==> config.mk <==
export PLATFORM = sky130hd
export DESIGN_NAME = udp_image_tx
export DESIGN_NICKNAME = d
export VERILOG_FILES = /design/src/udp_tx_pkg.sv /design/src/frame_serializer.sv /design/src/ip_header_csum.sv /design/src/pixel_fetch.sv /design/src/tx_sequencer.sv /design/src/udp_image_tx.sv
export SDC_FILE = /design/constraint.sdc
export NUM_CORES = 1
export LEC_CHECK = 0
export BUFFER_PORTS_ARGS = -buffer_cell sky130_fd_sc_hd__buf_2
export CAP_MARGIN = 20
export CORE_ASPECT_RATIO = 2
export CORE_MARGIN = 1.5
export CORE_UTILIZATION = 60
export DETAILED_ROUTE_END_ITERATION = 8
export GPL_TIMING_DRIVEN = 0
export PLACE_DENSITY_LB_ADDON = 0.3
export SETUP_SLACK_MARGIN = 0.4
export SLEW_MARGIN = 10
export SYNTH_ARGS = -nofsm -noshare
export SYNTH_HDL_FRONTEND = slang
export SYNTH_SLANG_ARGS = --single-unit
==> constraint.sdc <==
create_clock -name eth_rxck -period 9.18 [get_ports eth_rxck]
set_clock_uncertainty 0.05 [all_clocks]
set_input_delay 2.754 -clock eth_rxck [delete_from_list [all_inputs] [get_ports eth_rxck]]
set_output_delay 2.754 -clock eth_rxck [all_outputs]
set_load 0.01 [all_outputs]
==> src/udp_tx_pkg.sv <==
package udp_tx_pkg;

    // field widths with a meaning
    typedef logic [47:0] mac_addr_t;
    typedef logic [31:0] ip_addr_t;
    typedef logic [15:0] udp_port_t;
    typedef logic [7:0]  tx_byte_t;
    typedef logic [15:0] csum_t;
    typedef logic [7:0]  pkt_cnt_t;

    ////////////////////////////////////////////////////////////
    // header sizes and fixed header fields
    ////////////////////////////////////////////////////////////
    localparam int ETH_HDR_BYTES   = 14;
    localparam int IP_HDR_BYTES    = 20;
    localparam int UDP_HDR_BYTES   = 8;
    localparam int FRAME_HDR_BYTES = 42;

    localparam logic [15:0] ETH_TYPE_IPV4 = 16'h0800;
    localparam logic [7:0]  IP_VER_IHL    = 8'h45;
    localparam logic [7:0]  IP_TOS        = 8'h00;
    localparam logic [15:0] IP_IDENT      = 16'hABCD;
    // DF set, fragment offset zero
    localparam logic [15:0] IP_FLAGS_DF   = 16'h4000;
    localparam logic [7:0]  IP_TTL        = 8'd255;
    localparam logic [7:0]  IP_PROTO_UDP  = 8'd17;

    // connection settings of the far end
    typedef struct packed {
        mac_addr_t dst_mac;
        ip_addr_t  dst_ip;
        udp_port_t src_port;
        udp_port_t dst_port;
    } conn_t;

    // read address channel, len is beats minus one
    typedef struct packed {
        logic [31:0] addr;
        logic [7:0]  len;
        logic        valid;
    } axi_ar_t;

    // read data channel
    typedef struct packed {
        logic [31:0] data;
        logic        last;
        logic        valid;
    } axi_r_t;

    // byte stream toward the MAC
    typedef struct packed {
        tx_byte_t data;
        logic     valid;
        logic     last;
    } tx_stream_t;

    typedef enum logic [2:0] {
        IDLE, FETCH, CSUM, SEND, WAIT_FETCH, DONE
    } tx_state_e;

    // switch code to packets per run
    function automatic pkt_cnt_t pkt_count_f(input logic [3:0] sel);
        pkt_cnt_t cnt;
        case (sel)
            4'd0, 4'd1: cnt = 8'd1;
            4'd2:       cnt = 8'd2;
            4'd3:       cnt = 8'd4;
            4'd4:       cnt = 8'd8;
            default:    cnt = 8'd8;
        endcase
        return cnt;
    endfunction

endpackage
==> src/frame_serializer.sv <==
`timescale 1ns/1ps

module frame_serializer #(
    parameter int BEATS_PER_PKT = 8
) (
    input  logic                        eth_rxck,
    input  logic                        rst_rx,
    input  logic                        frame_load_i,
    input  udp_tx_pkg::conn_t           conn_i,
    input  udp_tx_pkg::mac_addr_t       my_mac_i,
    input  udp_tx_pkg::ip_addr_t        my_ip_i,
    input  udp_tx_pkg::csum_t           csum_i,
    input  logic [BEATS_PER_PKT*24-1:0] payload_i,
    output udp_tx_pkg::tx_stream_t      tx_o,
    output logic                        frame_sent_o
);
    import udp_tx_pkg::*;

    localparam int PAY_BYTES   = 3 * BEATS_PER_PKT;
    localparam int FRAME_BYTES = FRAME_HDR_BYTES + PAY_BYTES;
    localparam int FRAME_BITS  = FRAME_BYTES * 8;
    localparam int CNT_W       = $clog2(FRAME_BYTES + 1);

    localparam logic [15:0] IP_TOTAL_LEN = 16'(IP_HDR_BYTES + UDP_HDR_BYTES + PAY_BYTES);
    localparam logic [15:0] UDP_LEN      = 16'(UDP_HDR_BYTES + PAY_BYTES);

    logic [FRAME_BITS-1:0] frame_sr;
    logic [CNT_W-1:0]      bytes_left;
    logic                  sending;

    // byte out of the top of the shift register
    assign tx_o.data  = frame_sr[FRAME_BITS-1 -: 8];
    assign tx_o.valid = sending;
    assign tx_o.last  = sending && (bytes_left == CNT_W'(1));

    ////////////////////////////////////////////////////////////
    // frame image, first byte at the top
    ////////////////////////////////////////////////////////////
    always_ff @(posedge eth_rxck) begin
        if (frame_load_i) begin
            frame_sr <= {
                // ethernet
                conn_i.dst_mac, my_mac_i, ETH_TYPE_IPV4,
                // ipv4
                IP_VER_IHL, IP_TOS, IP_TOTAL_LEN,
                IP_IDENT, IP_FLAGS_DF, IP_TTL, IP_PROTO_UDP, csum_i,
                my_ip_i, conn_i.dst_ip,
                // udp, checksum left at zero
                conn_i.src_port, conn_i.dst_port, UDP_LEN, 16'h0000,
                payload_i
            };
        end else if (sending) begin
            frame_sr <= {frame_sr[FRAME_BITS-9:0], 8'h00};
        end
    end

    // byte counter and end-of-frame pulse
    always_ff @(posedge eth_rxck) begin
        if (rst_rx) begin
            sending      <= 1'b0;
            bytes_left   <= '0;
            frame_sent_o <= 1'b0;
        end else begin
            frame_sent_o <= tx_o.last;
            if (frame_load_i) begin
                sending    <= 1'b1;
                bytes_left <= CNT_W'(FRAME_BYTES);
            end else if (sending) begin
                bytes_left <= bytes_left - CNT_W'(1);
                if (bytes_left == CNT_W'(1)) begin
                    sending <= 1'b0;
                end
            end
        end
    end

endmodule

==> src/ip_header_csum.sv <==
`timescale 1ns/1ps

module ip_header_csum (
    input  logic                 eth_rxck,
    input  logic                 rst_rx,
    input  logic                 csum_start_i,
    input  udp_tx_pkg::conn_t    conn_i,
    input  udp_tx_pkg::ip_addr_t my_ip_i,
    input  logic [15:0]          ip_total_len_i,
    output udp_tx_pkg::csum_t    csum_o,
    output logic                 csum_valid_o
);
    import udp_tx_pkg::*;

    csum_t       hdr_w [10];
    // bit 16 holds the carry still to be added back
    logic [16:0] acc;
    logic [3:0]  cnt;
    logic        busy;

    // the ten ipv4 header words, checksum field as zero
    always_comb begin
        hdr_w[0] = {IP_VER_IHL, IP_TOS};
        hdr_w[1] = ip_total_len_i;
        hdr_w[2] = IP_IDENT;
        hdr_w[3] = IP_FLAGS_DF;
        hdr_w[4] = {IP_TTL, IP_PROTO_UDP};
        hdr_w[5] = 16'h0000;
        hdr_w[6] = my_ip_i[31:16];
        hdr_w[7] = my_ip_i[15:0];
        hdr_w[8] = conn_i.dst_ip[31:16];
        hdr_w[9] = conn_i.dst_ip[15:0];
    end

    // control, word 0 on start then one word per cycle
    always_ff @(posedge eth_rxck) begin
        if (rst_rx) begin
            busy         <= 1'b0;
            cnt          <= '0;
            csum_valid_o <= 1'b0;
        end else begin
            csum_valid_o <= busy && (cnt == 4'd10);
            if (csum_start_i) begin
                busy <= 1'b1;
                cnt  <= 4'd1;
            end else if (busy) begin
                cnt <= cnt + 4'd1;
                if (cnt == 4'd10) begin
                    busy <= 1'b0;
                end
            end
        end
    end

    // end-around carry folded in on the following add
    always_ff @(posedge eth_rxck) begin
        if (csum_start_i) begin
            acc <= {1'b0, hdr_w[0]};
        end else if (busy && cnt < 4'd10) begin
            acc <= {1'b0, acc[15:0]} + {16'd0, acc[16]} + {1'b0, hdr_w[cnt]};
        end else if (busy) begin
            // final fold and invert
            csum_o <= ~(acc[15:0] + {15'd0, acc[16]});
        end
    end

endmodule

==> src/pixel_fetch.sv <==
`timescale 1ns/1ps

module pixel_fetch #(
    parameter int BEATS_PER_PKT = 8
) (
    input  logic                        eth_rxck,
    input  logic                        rst_rx,
    input  logic                        fetch_start_i,
    input  udp_tx_pkg::pkt_cnt_t        pkt_idx_i,
    output udp_tx_pkg::axi_ar_t         ar_o,
    input  logic                        arready_i,
    input  udp_tx_pkg::axi_r_t          r_i,
    output logic                        rready_o,
    output logic                        fetch_done_o,
    output logic [BEATS_PER_PKT*24-1:0] payload_o
);
    import udp_tx_pkg::*;

    localparam int          PAY_BITS    = BEATS_PER_PKT * 24;
    // bytes per burst, four per word
    localparam logic [31:0] BURST_BYTES = 32'(BEATS_PER_PKT * 4);
    localparam logic [7:0]  AR_LEN      = 8'(BEATS_PER_PKT - 1);

    logic [31:0] ar_addr;
    logic        ar_valid;
    logic        busy;
    logic        beat;

    assign ar_o.addr  = ar_addr;
    assign ar_o.len   = AR_LEN;
    assign ar_o.valid = ar_valid;

    // data accepted whenever a burst is open
    assign rready_o = busy;
    assign beat     = r_i.valid && busy;

    ////////////////////////////////////////////////////////////
    // address phase
    ////////////////////////////////////////////////////////////
    always_ff @(posedge eth_rxck) begin
        if (rst_rx) begin
            ar_valid <= 1'b0;
        end else if (fetch_start_i) begin
            ar_valid <= 1'b1;
        end else if (arready_i) begin
            ar_valid <= 1'b0;
        end
    end

    // address held steady until taken
    always_ff @(posedge eth_rxck) begin
        if (fetch_start_i) begin
            ar_addr <= {24'd0, pkt_idx_i} * BURST_BYTES;
        end
    end

    ////////////////////////////////////////////////////////////
    // data phase
    ////////////////////////////////////////////////////////////
    always_ff @(posedge eth_rxck) begin
        if (rst_rx) begin
            busy         <= 1'b0;
            fetch_done_o <= 1'b0;
        end else begin
            fetch_done_o <= beat && r_i.last;
            if (fetch_start_i) begin
                busy <= 1'b1;
            end else if (beat && r_i.last) begin
                busy <= 1'b0;
            end
        end
    end

    // shift in red, green, blue per beat
    // first beat ends up in the top bytes
    // alpha byte 31:24 dropped
    always_ff @(posedge eth_rxck) begin
        if (beat) begin
            payload_o <= {payload_o[PAY_BITS-25:0],
                          r_i.data[7:0], r_i.data[15:8], r_i.data[23:16]};
        end
    end

endmodule

==> src/tx_sequencer.sv <==
`timescale 1ns/1ps

module tx_sequencer (
    input  logic                  eth_rxck,
    input  logic                  rst_rx,
    input  logic                  start_i,
    input  logic [3:0]            pkt_sel_i,
    input  udp_tx_pkg::conn_t     conn_i,
    input  udp_tx_pkg::mac_addr_t my_mac_i,
    input  udp_tx_pkg::ip_addr_t  my_ip_i,
    input  logic                  fetch_done_i,
    input  logic                  csum_valid_i,
    input  logic                  frame_sent_i,
    output logic                  fetch_start_o,
    output udp_tx_pkg::pkt_cnt_t  pkt_idx_o,
    output logic                  csum_start_o,
    output logic                  frame_load_o,
    output udp_tx_pkg::conn_t     conn_o,
    output udp_tx_pkg::mac_addr_t my_mac_o,
    output udp_tx_pkg::ip_addr_t  my_ip_o,
    output logic                  done_o
);
    import udp_tx_pkg::*;

    tx_state_e state;
    pkt_cnt_t  pkt_total;
    pkt_cnt_t  sent_cnt;
    logic      fetch_ready;
    logic      last_pkt;
    logic      more_pkts;

    // frame in flight is the last one of the run
    assign last_pkt  = (sent_cnt == pkt_total - 8'd1);
    // another burst still to fetch
    assign more_pkts = (pkt_idx_o != pkt_total - 8'd1);
    // frame_sent lands one cycle after the final byte
    assign done_o    = (state == SEND) && frame_sent_i && last_pkt;

    // run settings, taken on start only
    always_ff @(posedge eth_rxck) begin
        if (start_i && state == IDLE) begin
            conn_o   <= conn_i;
            my_mac_o <= my_mac_i;
            my_ip_o  <= my_ip_i;
        end
    end

    ////////////////////////////////////////////////////////////
    // packet run FSM
    ////////////////////////////////////////////////////////////
    always_ff @(posedge eth_rxck) begin
        if (rst_rx) begin
            state         <= IDLE;
            pkt_total     <= '0;
            sent_cnt      <= '0;
            pkt_idx_o     <= '0;
            fetch_ready   <= 1'b0;
            fetch_start_o <= 1'b0;
            csum_start_o  <= 1'b0;
            frame_load_o  <= 1'b0;
        end else begin
            // single cycle pulses by default
            fetch_start_o <= 1'b0;
            csum_start_o  <= 1'b0;
            frame_load_o  <= 1'b0;
            // remember a burst that finished during SEND
            if (fetch_done_i) begin
                fetch_ready <= 1'b1;
            end
            case (state)
                IDLE: begin
                    if (start_i) begin
                        pkt_total     <= pkt_count_f(pkt_sel_i);
                        sent_cnt      <= '0;
                        pkt_idx_o     <= '0;
                        fetch_start_o <= 1'b1;
                        fetch_ready   <= 1'b0;
                        state         <= FETCH;
                    end
                end
                FETCH: begin
                    if (fetch_done_i) begin
                        csum_start_o <= 1'b1;
                        state        <= CSUM;
                    end
                end
                CSUM: begin
                    if (csum_valid_i) begin
                        frame_load_o <= 1'b1;
                        state        <= SEND;
                        // overlap next burst with this frame
                        if (more_pkts) begin
                            fetch_start_o <= 1'b1;
                            fetch_ready   <= 1'b0;
                            pkt_idx_o     <= pkt_idx_o + 8'd1;
                        end
                    end
                end
                SEND: begin
                    if (frame_sent_i) begin
                        sent_cnt <= sent_cnt + 8'd1;
                        if (last_pkt) begin
                            state <= DONE;
                        end else if (fetch_ready) begin
                            csum_start_o <= 1'b1;
                            state        <= CSUM;
                        end else begin
                            state <= WAIT_FETCH;
                        end
                    end
                end
                WAIT_FETCH: begin
                    // memory side still stretching the burst
                    if (fetch_ready) begin
                        csum_start_o <= 1'b1;
                        state        <= CSUM;
                    end
                end
                DONE: begin
                    state <= IDLE;
                end
                default: begin
                    state <= IDLE;
                end
            endcase
        end
    end

endmodule

==> src/udp_image_tx.sv <==
`timescale 1ns/1ps

module udp_image_tx #(
    parameter int BEATS_PER_PKT = 8
) (
    input  logic                  eth_rxck,
    input  logic                  rst_rx,
    input  logic                  start_i,
    input  udp_tx_pkg::conn_t     conn_i,
    input  udp_tx_pkg::mac_addr_t my_mac_i,
    input  udp_tx_pkg::ip_addr_t  my_ip_i,
    input  logic [3:0]            pkt_sel_i,
    output udp_tx_pkg::axi_ar_t   ar_o,
    input  logic                  arready_i,
    input  udp_tx_pkg::axi_r_t    r_i,
    output logic                  rready_o,
    output udp_tx_pkg::tx_stream_t tx_o,
    output logic                  done_o
);
    import udp_tx_pkg::*;

    // ip total length, header words plus payload
    localparam logic [15:0] IP_TOTAL_LEN =
        16'(IP_HDR_BYTES + UDP_HDR_BYTES + 3 * BEATS_PER_PKT);

    // sequencer handshakes
    logic      fetch_start;
    logic      fetch_done;
    pkt_cnt_t  pkt_idx;
    logic      csum_start;
    logic      csum_valid;
    csum_t     ip_csum;
    logic      frame_load;
    logic      frame_sent;
    logic [BEATS_PER_PKT*24-1:0] payload;

    // settings held for the whole run
    conn_t     conn_q;
    mac_addr_t my_mac_q;
    ip_addr_t  my_ip_q;

    tx_sequencer u_seq (
        .eth_rxck       (eth_rxck),
        .rst_rx         (rst_rx),
        .start_i        (start_i),
        .pkt_sel_i      (pkt_sel_i),
        .conn_i         (conn_i),
        .my_mac_i       (my_mac_i),
        .my_ip_i        (my_ip_i),
        .fetch_done_i   (fetch_done),
        .csum_valid_i   (csum_valid),
        .frame_sent_i   (frame_sent),
        .fetch_start_o  (fetch_start),
        .pkt_idx_o      (pkt_idx),
        .csum_start_o   (csum_start),
        .frame_load_o   (frame_load),
        .conn_o         (conn_q),
        .my_mac_o       (my_mac_q),
        .my_ip_o        (my_ip_q),
        .done_o         (done_o)
    );

    pixel_fetch #(.BEATS_PER_PKT(BEATS_PER_PKT)) u_fetch (
        .eth_rxck       (eth_rxck),
        .rst_rx         (rst_rx),
        .fetch_start_i  (fetch_start),
        .pkt_idx_i      (pkt_idx),
        .ar_o           (ar_o),
        .arready_i      (arready_i),
        .r_i            (r_i),
        .rready_o       (rready_o),
        .fetch_done_o   (fetch_done),
        .payload_o      (payload)
    );

    ip_header_csum u_csum (
        .eth_rxck       (eth_rxck),
        .rst_rx         (rst_rx),
        .csum_start_i   (csum_start),
        .conn_i         (conn_q),
        .my_ip_i        (my_ip_q),
        .ip_total_len_i (IP_TOTAL_LEN),
        .csum_o         (ip_csum),
        .csum_valid_o   (csum_valid)
    );

    frame_serializer #(.BEATS_PER_PKT(BEATS_PER_PKT)) u_ser (
        .eth_rxck       (eth_rxck),
        .rst_rx         (rst_rx),
        .frame_load_i   (frame_load),
        .conn_i         (conn_q),
        .my_mac_i       (my_mac_q),
        .my_ip_i        (my_ip_q),
        .csum_i         (ip_csum),
        .payload_i      (payload),
        .tx_o           (tx_o),
        .frame_sent_o   (frame_sent)
    );

endmodule

==> metrics.cfg, run 1 <==
[worst_setup_path]
max_stage_delay_ns=0.65
startpoint=u_ser.sending
cp-endpoint=tx_o[0]
crit_type=reg -> out
worstSetupStartpointType=flip-flop
critPathSlowestCell=dfxtp_1
reg2reg_slack_ns=4.39
arrival_ns=2.77
crit_chain=clkbuf_1 > clkbuf_1 > and2_1 > buf_2
rr_worst_depth=16
end_kind=output port
worstPathRequired_ns=6.38
critPathMaxFanout=10
reg2reg_to=u_csum.acc[16]
path_delay_family=buffers and inverters
cpMostUsedCell=clkbuf_1
timing.rr.start=u_csum.cnt[0]
cp.buffers_inverters=3
cp_num_cells=4

[synth]
synth_mux_area_frac=0.03150
synth_compound_area_frac=0.1216
synth_warnings=0
netlist_area_um2=37570
synthXorXnorAreaFrac=0.01189
synth_fa_ha_area_frac=0.01006
synth_cell_type_count=69
synth_top_family_by_area=compound AO/OA/AOI/OAI gates
synth_seq_cells=998
postSynthCellCount=2377
synth_ff_type=edfxtp_1
synth-simple-area-share=0.05051
async_reset_ff_frac=0
yosysSeqAreaShare=0.7470
synth.avg_cell_area_um2=15.81
synth_edf_count=808

[place]
dpl.cell_count=3451
portBuffers=245
place_congestion=0.9422
dpl.hpwl_um=59690

[detailed_routing]
drcViolationCount=0
first_pass_iters=6
routed_wl_um=84170
drt_iter0_markers=1817
wl_met3_um=5447
final_antenna_net_count=0
wl_met1_um=29350
wl_met2_um=45360
post_drt_wl_per_cell_um=23.34
vias=21770
routed_via_density=6.038
dr.max_layer_used=met5

[floorplan]
initial_core_util=0.6078
fp.dieW_um=180.0
ioPinCount=287
die_h_um=356.9
die_area_um2=64230
coreArea_um2=61820
rows=129

[finish]
synthToLayoutAreaGrowth_pct=14.56
layout-drive-gt1-share=0.1668
fin_util=0.6963
final_common_cell=edfxtp_1
final_cell_mix=edfxtp_1, a22o_1, buf_2
fin_cells=3606
final_nets=3012

[timing]
final-hold-violation-count=0
rsz0062_at_grt=no
finalCriticalPeriod_ns=5.570
max_slew.worst_pin.slew_ns=1.044
fin_hold_ws_ns=0.3929
maxSlewHeadroom=0.3038
fmax_mhz=179.5
slew_violations=0
setup_violations=0
setup_tns_ns=0
min_period_over_period=0.6067

[run]
maxCapViolations=0

[clocking]
cts_buffer_depth=3
clk_latency_ns=0.65
tritoncts=yes
clk_pin_slew_ns=0.06
root_buffer=clkbuf_16
cts_buffers=82
clock-sinks=998
cts_setup_buffers=0
ctsHoldBuffers=0
htreeDepth=3
postCtsResizedCells=0

[pwr]
swShare=0.2058
p_sw_mw=1.852
leakage_nw=15.28
p_seq_frac=0.562
pwr-share-clk=0.405
pwr_density_cell_nw_per_um2=209.0
max-vdd-ir-drop_v=0.0001946
internal_power_mw=7.144
combinationalPowerShare=0.033

[run_status]
status=finished clean

[global_routing]
grt.overflow.total=0
antenna_found_initial=3
grt_pass1_vias=22820
grt_use_total=0.2632
grt_pass1_wl_um=128600
grt_max_degree=105

[worst_hold_path]
hold_class=reg -> reg

## flip-flops by register name (all words and copies together) (netlist names), 3 cells and up
signal / flops
u_seq.sent_cnt: 8
u_seq.pkt_idx_o: 8
u_csum.cnt: 4
u_csum.csum_o: 16
u_ser.bytes_left: 7
u_ser.frame_sr: 528
u_seq.state: 3
u_fetch.payload_o: 192
u_csum.acc: 17
u_seq.my_mac_o: 48
u_seq.pkt_total: 4
u_seq.conn_o: 112
u_fetch.ar_addr: 8
u_seq.my_ip_o: 32
## area by class of cell
class                   count  area [um^2]
inverters                  20        82.58
well taps                 786        983.4
repair buffers            258         1545
fillers                  3932        18770
clock inverters            47        550.5
flip-flops and latches    998        28070
clock buffers             106         2256
multi-input cells        1193         8606
plain buffers             196        949.7
diodes                      2        5.005
## routing by layer
layer | GRT usage | vias to the layer above
li1 | - | 9900
met1 | 0.2885 | 10760
met2 | 0.4914 | 899
met3 | 0.04510 | 213
met4 | 0.1265 | 2
met5 | 0 | -
## cells in the mapped netlist (3+ instances only)
master | n | area share
nor4b_1 | 3 | 0.00070
nand4_1 | 11 | 0.0018
nand3_1 | 18 | 0.0024
a31oi_1 | 6 | 0.0010
buf_2 | 10 | 0.0013
and2_1 | 12 | 0.0020
a221o_1 | 3 | 0.00080
nand3b_1 | 5 | 0.0010
inv_1 | 18 | 0.0018
dfxtp_1 | 190 | 0.10
xor2_1 | 24 | 0.0056
a21o_1 | 3 | 0.00060
a211oi_1 | 8 | 0.0016
a211o_1 | 33 | 0.0077
nand2b_1 | 4 | 0.00067
buf_4 | 43 | 0.0086
nor2_1 | 166 | 0.017
and4_1 | 4 | 0.00093
or2_2 | 4 | 0.00067
clkbuf_1 | 123 | 0.012
mux2i_1 | 116 | 0.031
nor2b_1 | 33 | 0.0055
xnor2_1 | 27 | 0.0063
o21ai_0 | 48 | 0.0064
a22o_1 | 378 | 0.088
a21oi_1 | 45 | 0.0060
and3_1 | 5 | 0.00083
o21a_1 | 7 | 0.0014
o211ai_1 | 3 | 0.00060
edfxtp_1 | 808 | 0.65
a2111oi_0 | 3 | 0.00070
ha_1 | 27 | 0.0090
buf_6 | 4 | 0.0012
nor4_1 | 4 | 0.00067
nor3b_1 | 3 | 0.00060
a221oi_1 | 10 | 0.0023
or3_2 | 3 | 0.00060
nand2_1 | 86 | 0.0086
nor3_1 | 26 | 0.0035
buf_1 | 13 | 0.0013
## stage by stage
step	worst slack, ns	instance area, um^2	power, mW
after detailed placement	4.227	40230	5.448
after CTS	3.541	43040	9.039
final	3.610	43050	8.995
after floorplan	1.399	37690	5.318
after global routing	3.439	43040	9.242
after global placement	-0.5960	39900	5.449
## worst min-delay path by stage
stage                               start                    end  slack (ns)  cells after the start
global route        u_fetch.payload_o[65]  u_fetch.payload_o[89]        0.41                      0
global placement     u_fetch.payload_o[0]  u_fetch.payload_o[24]        0.38                      0
floorplan            u_fetch.payload_o[0]  u_fetch.payload_o[24]        0.37                      0
detailed placement   u_fetch.payload_o[1]  u_fetch.payload_o[25]        0.38                      0
finish               u_fetch.payload_o[7]  u_fetch.payload_o[31]        0.39                      0
CTS                  u_fetch.payload_o[0]  u_fetch.payload_o[24]        0.39                      0
## logic make-up after synthesis
| family | Yosys count |
|---|---|
| fa+ha+maj | 29 |
| flops | 998 |
| simple gates | 400 |
| xor+xnor | 51 |
| mux | 118 |
| buf+inv | 216 |
| compound gates | 563 |
| other cells | 2 |
## power groups by stage
stage	sequential [mW]	combinational (mW)	clock, mW
after CTS	5.06	0.294	3.69
after global routing	5.07	0.324	3.85
final	5.06	0.293	3.64
after floorplan	5.14	0.183	0
after global placement	5.17	0.277	0
after detailed placement	5.16	0.292	0
Note: power is estimated with default switching activity, not from simulation.
==> inputs of run 2 (changes only) <==
Settings changed: CORE_UTILIZATION 60 to 54.
Clock period 9.18 ns to 5.05 ns, I/O delays scaled along.
==> metrics.cfg, run 2 (same netlist as run 1, synthesis figures left out) <==
[pwr]
pwr_density_cell_nw_per_um2=384.9  ; +84%
max-vdd-ir-drop_v=0.0004984  ; +160%
leakage_nw=15.39  ; +0.75%

[worst_setup_path]
end_kind=output port
crit_type=reg -> out
max_stage_delay_ns=0.44  ; -0.21 ns
critPathSlowestCell=a2111oi_0
crit_chain=clkbuf_2 > inv_1 > ha_1 > buf_6 > nor2_1 > nor3_1 > a2111oi_0 > o211ai_1 > nor2_1 > buf_2
worstPathRequired_ns=3.49  ; -2.89 ns
worstSetupStartpointType=flip-flop
path_delay_family=compound AO/OA/AOI/OAI gates
critPathMaxFanout=8  ; -2
arrival_ns=2.97  ; +0.20 ns
cpMostUsedCell=nor2_1
cp.buffers_inverters=4  ; +1

[clocking]
cts_buffer_depth=3  ; unchanged
clk_pin_slew_ns=0.07  ; about the same
clock-sinks=998  ; unchanged
ctsHoldBuffers=0  ; unchanged
cts_buffers=84  ; +2.4%
clk_latency_ns=0.67  ; +0.02 ns
root_buffer=clkbuf_16
htreeDepth=3  ; unchanged
tritoncts=yes

[finish]
num-fill-cells=4996  ; +27%
largest_reg_flops=528  ; unchanged
final_nets=3020  ; +0.27%
final_common_cell=edfxtp_1
final_cell_mix=edfxtp_1, a22o_1, buf_2
regMostFlops=u_ser.frame_sr
reg.largest.list=u_ser.frame_sr: 528 flops, u_fetch.payload_o: 192 flops, u_seq.conn_o: 112 flops
layout-drive-gt1-share=0.1722  ; +0.005422
synthToLayoutAreaGrowth_pct=15.67

[run]
maxCapViolations=0  ; unchanged

[place]
dpl.hpwl_um=60700  ; +1.7%
portBuffers=245  ; unchanged
place_congestion=0.9064  ; -3.8%

[floorplan]
initial_core_util=0.5466  ; -0.06125
fp.dieW_um=189.5  ; +5.3%
die_h_um=376.1  ; +5.4%
ioPinCount=287  ; unchanged
coreArea_um2=68750  ; +11%
die_area_um2=71270  ; +11%
rows=136  ; +5.4%

[detailed_routing]
vias=21650  ; -0.57%
final_antenna_net_count=0  ; unchanged
first_pass_iters=5  ; -1
drt_iter0_markers=1475  ; -19%
routed_via_density=5.810  ; -3.8%
drcViolationCount=0  ; unchanged
post_drt_wl_per_cell_um=22.83  ; -2.2%
routed_wl_um=85050  ; +1.1%

[timing]
min_period_over_period=0.8978
finalCriticalPeriod_ns=4.534
fmax_mhz=220.6
rsz0062_at_grt=no
setup_violations=0  ; unchanged
slew_violations=0  ; unchanged
max_slew.worst_pin.slew_ns=1.035  ; -0.009217 ns
setup_tns_ns=0  ; unchanged
maxSlewHeadroom=0.3099  ; +0.006145
fin_hold_ws_ns=0.3969  ; +0.004022 ns
final-hold-violation-count=0  ; unchanged

[global_routing]
grt_pass1_vias=22210  ; -2.6%
grt_pass1_wl_um=128500  ; about the same
grt_use_total=0.2396  ; -0.02361
antenna_found_initial=4  ; +1
grt.overflow.total=0  ; unchanged
grt_max_degree=65  ; -38%

[worst_hold_path]
hold_class=reg -> reg

[run_status]
status=finished clean

[run 2: layer usage]
layer / track usage / up-vias / wire length [um]
met2: 0.4389 / 812 / 45540
met5: 0 / - / 28
li1: - / 9901 / -
met4: 0.1062 / 4 / 3355
met1: 0.2774 / 10770 / 31500
met3: 0.03166 / 164 / 4626
[run 2: cell type report]
class | instances | area (um^2) | share of cell area
antenna | 1 | 2.502 | 0.00005758
timing repair buffer | 264 | 1629 | 0.03748
buffer | 196 | 962.2 | 0.02214
clock buffer | 105 | 2262 | 0.05205
sequential | 998 | 28070 | 0.6458
clock inverter | 52 | 723.2 | 0.01664
tap | 897 | 1122 | 0.02582
inverter | 20 | 78.83 | 0.001814
multi-input combinational | 1193 | 8616 | 0.1982
[run 2: stage by stage]
step,instance area [um^2],instances,util,total power [mW],worst slack (ns)
after floorplan,37710,2407,-,9.658,-0.4318
after global placement,40060,3549,0.5827,9.892,-2.007
after detailed placement,40470,3567,0.5886,9.921,0.5248
after CTS,43450,3724,0.6320,16.85,0.4580
after global routing,43460,3725,0.6322,17.19,0.4182
final,43460,3726,0.6322,16.73,0.5161
[run 2: timing repair]
action | CTS | global route
resized for setup | 0 | 4
setup buffers | 0 | 1
setup endpoints to repair | 0 | 3
[run 2: where the power goes]
part	leakage (nW)	internal [mW]	switching (mW)	total (mW)
registers	8.97	9.05	0.154	9.20
clock network	1.42	3.99	2.98	6.98
logic	4.99	0.247	0.309	0.556
[run 2: final timing paths]
check	start	to	slack, ns	cells past startpoint
max	u_seq.pkt_total[0]	done_o	0.52	10
min	u_fetch.payload_o[9]	u_fetch.payload_o[33]	0.40	0
max reg2reg	u_seq.frame_load_o	u_ser.frame_sr[62]	0.69	7
min reg2reg	u_fetch.payload_o[9]	u_fetch.payload_o[33]	0.40	0
==> inputs of run 3 (changes only) <==
Settings changed: CORE_UTILIZATION 54 to 60.
Clock period 5.05 ns to 4.2 ns, I/O delays scaled along.
==> metrics.cfg, run 3 (same netlist as run 1, synthesis figures left out) <==
[run_status]
status=finished clean

[finish]
final_cell_mix=edfxtp_1, a22o_1, buf_2
final_nets=3030  ; +0.33%
reg.largest.list=u_ser.frame_sr: 528 flops, u_fetch.payload_o: 192 flops, u_seq.conn_o: 112 flops
final_common_cell=edfxtp_1
layout-drive-gt1-share=0.1869  ; +0.01465
regMostFlops=u_ser.frame_sr
largest_reg_flops=528  ; unchanged
synthToLayoutAreaGrowth_pct=15.79

[clocking]
clock-sinks=998  ; unchanged
root_buffer=clkbuf_16
cts_buffers=84  ; unchanged
htreeDepth=3  ; unchanged
clk_latency_ns=0.64  ; -0.03 ns
ctsHoldBuffers=0  ; unchanged
tritoncts=yes
cts_buffer_depth=3  ; unchanged
clk_pin_slew_ns=0.06  ; about the same

[timing]
fmax_mhz=272.9
final-hold-violation-count=0  ; unchanged
finalCriticalPeriod_ns=3.664
setup_tns_ns=0  ; unchanged
maxSlewHeadroom=0.3064  ; -0.003538
setup_violations=0  ; unchanged
max_slew.worst_pin.slew_ns=1.040  ; +0.005307 ns
rsz0062_at_grt=no
slew_violations=0  ; unchanged
min_period_over_period=0.8723

[worst_setup_path]
end_kind=output port
cp.buffers_inverters=2  ; -2
critPathSlowestCell=dfxtp_1
crit_chain=clkbuf_8 > nor3_2 > ha_1 > xnor2_1 > nor4_1 > o211ai_1 > nor2_1 > buf_2
path_delay_family=simple AND/OR/NAND/NOR gates
rr_worst_depth=16  ; +9
max_stage_delay_ns=0.30  ; -0.14 ns
timing.rr.start=u_csum.cnt[0]
reg2reg_to=u_csum.acc[14]
worstPathRequired_ns=2.89  ; -0.60 ns
critPathMaxFanout=5  ; -3
reg2reg_slack_ns=0.58  ; -0.11 ns
worstSetupStartpointType=flip-flop
arrival_ns=2.35  ; -0.62 ns
crit_type=reg -> out

[detailed_routing]
vias=22010  ; +1.7%
final_antenna_net_count=0  ; unchanged
routed_wl_um=85440  ; +0.45%
drcViolationCount=0  ; unchanged
post_drt_wl_per_cell_um=23.60  ; +3.4%
drt_iter0_markers=1995  ; +35%
routed_via_density=6.079  ; +4.6%
first_pass_iters=6  ; +1

[global_routing]
grt.overflow.total=0  ; unchanged
grtUsageMet3=0.04215  ; +0.01049
grt_pass1_wl_um=129700  ; +0.97%
antenna_found_initial=3  ; -1
grt_max_degree=64  ; -1.5%
grt_pass1_vias=22850  ; +2.9%
met1_usage=0.2890  ; +0.01159
met2_usage=0.5067  ; +0.06775
globalRoute.busiestLayer=met2
grt_use_total=0.2655  ; +0.02591

[worst_hold_path]
min_path_cells=0  ; unchanged
min_from=u_fetch.payload_o[24]
whs_endpoint=u_fetch.payload_o[48]
hold_class=reg -> reg

[place]
place_congestion=0.9227  ; +1.8%
dpl.hpwl_um=59880  ; -1.3%
portBuffers=245  ; unchanged

[floorplan]
fp.dieW_um=180.0  ; -5.1%
die_h_um=356.9  ; -5.1%
initial_core_util=0.6078  ; +0.06125
coreArea_um2=61820  ; -10%
ioPinCount=287  ; unchanged
rows=129  ; -5.1%
die_area_um2=64230  ; -9.9%

[pwr]
power_mw=19.88  ; +19%
leakage_nw=15.49  ; +0.64%
max-vdd-ir-drop_v=0.0004201  ; -16%
pwr_density_cell_nw_per_um2=457.0  ; +19%

[run]
maxCapViolations=0  ; unchanged

-- run 3: cell count changes in the layout (fill, tap and decap cells not counted), sizes merged --
cell,previous run,this run
clkinvlp,11,8
clkinv,24,25
buf,334,343
inv,22,19
bufinv,15,10
or2,4,5
clkbuf,230,233
diode,1,3
-- run 3: report_power, final --
group          switching (mW)  internal, mW  total (mW)
Combinational           0.390         0.305       0.695
Sequential              0.190          10.9        11.1
Clock                    3.51          4.62        8.12
Total                    4.09          15.8        19.9
-- run 3: worst max path at each step --
stage | to | cells past startpoint | start | slack [ns]
floorplan | u_seq.pkt_idx_o[5] | 5 | start_i | -1.03
global placement | u_seq.pkt_idx_o[5] | 6 | start_i | -2.54
detailed placement | u_csum.acc[16] | 16 | u_csum.cnt[0] | -0.33
CTS | done_o | 9 | u_seq.pkt_total[0] | 0.42
global route | done_o | 9 | u_seq.pkt_total[0] | 0.34
finish | done_o | 8 | u_seq.pkt_total[0] | 0.54
-- run 3: layer usage --
metal	routed length, um	vias up
met4	3413	0
met1	29210	10880
met5	0	-
li1	-	9932
met2	47080	978
met3	5739	213
-- run 3: what timing repair did --
action | CTS | global route
endpoints found under the setup margin | 59 | 11
pin swaps | 7 | 9
setup buffers | 5 | 5
gates cloned | 1 | 0
gates resized for setup | 20 | 26
-- run 3: metrics by stage --
stage | cells | hold WS (ns) | util | instance area, um^2 | setup WS, ns
3_3_place_gp | 3438 | 0.3779 | 0.6465 | 39970 | -2.545
3_5_place_dp | 3456 | 0.3809 | 0.6533 | 40390 | -0.3320
5_1_grt | 3617 | 0.3869 | 0.7037 | 43500 | 0.3389
6_report | 3620 | 0.3835 | 0.7038 | 43510 | 0.5362
4_1_cts | 3612 | 0.3827 | 0.7016 | 43370 | 0.4206
2_1_floorplan | 2407 | 0.3681 | - | 37760 | -1.027
-- run 3: area by class of cell --
type	count	area, um^2
Clock buffer	108	2369
Antenna cell	3	7.507
Fill cell	3850	18310
Buffer	196	1036
Inverter	20	86.33
Tap cell	786	983.4
Timing Repair Buffer	273	1713
Sequential cell	998	28070
Multi-Input combinational cell	1194	8736
Clock inverter	42	506.7
-- run 3: worst reg2reg max path, delay by kind of cell, from the launching register on --
family	cells	cell delay (ns)
simple gates	3	0.55
buf+inv	4	0.49
compound gates	6	1.25
flops	1	0.37
fa+ha+maj	3	0.88
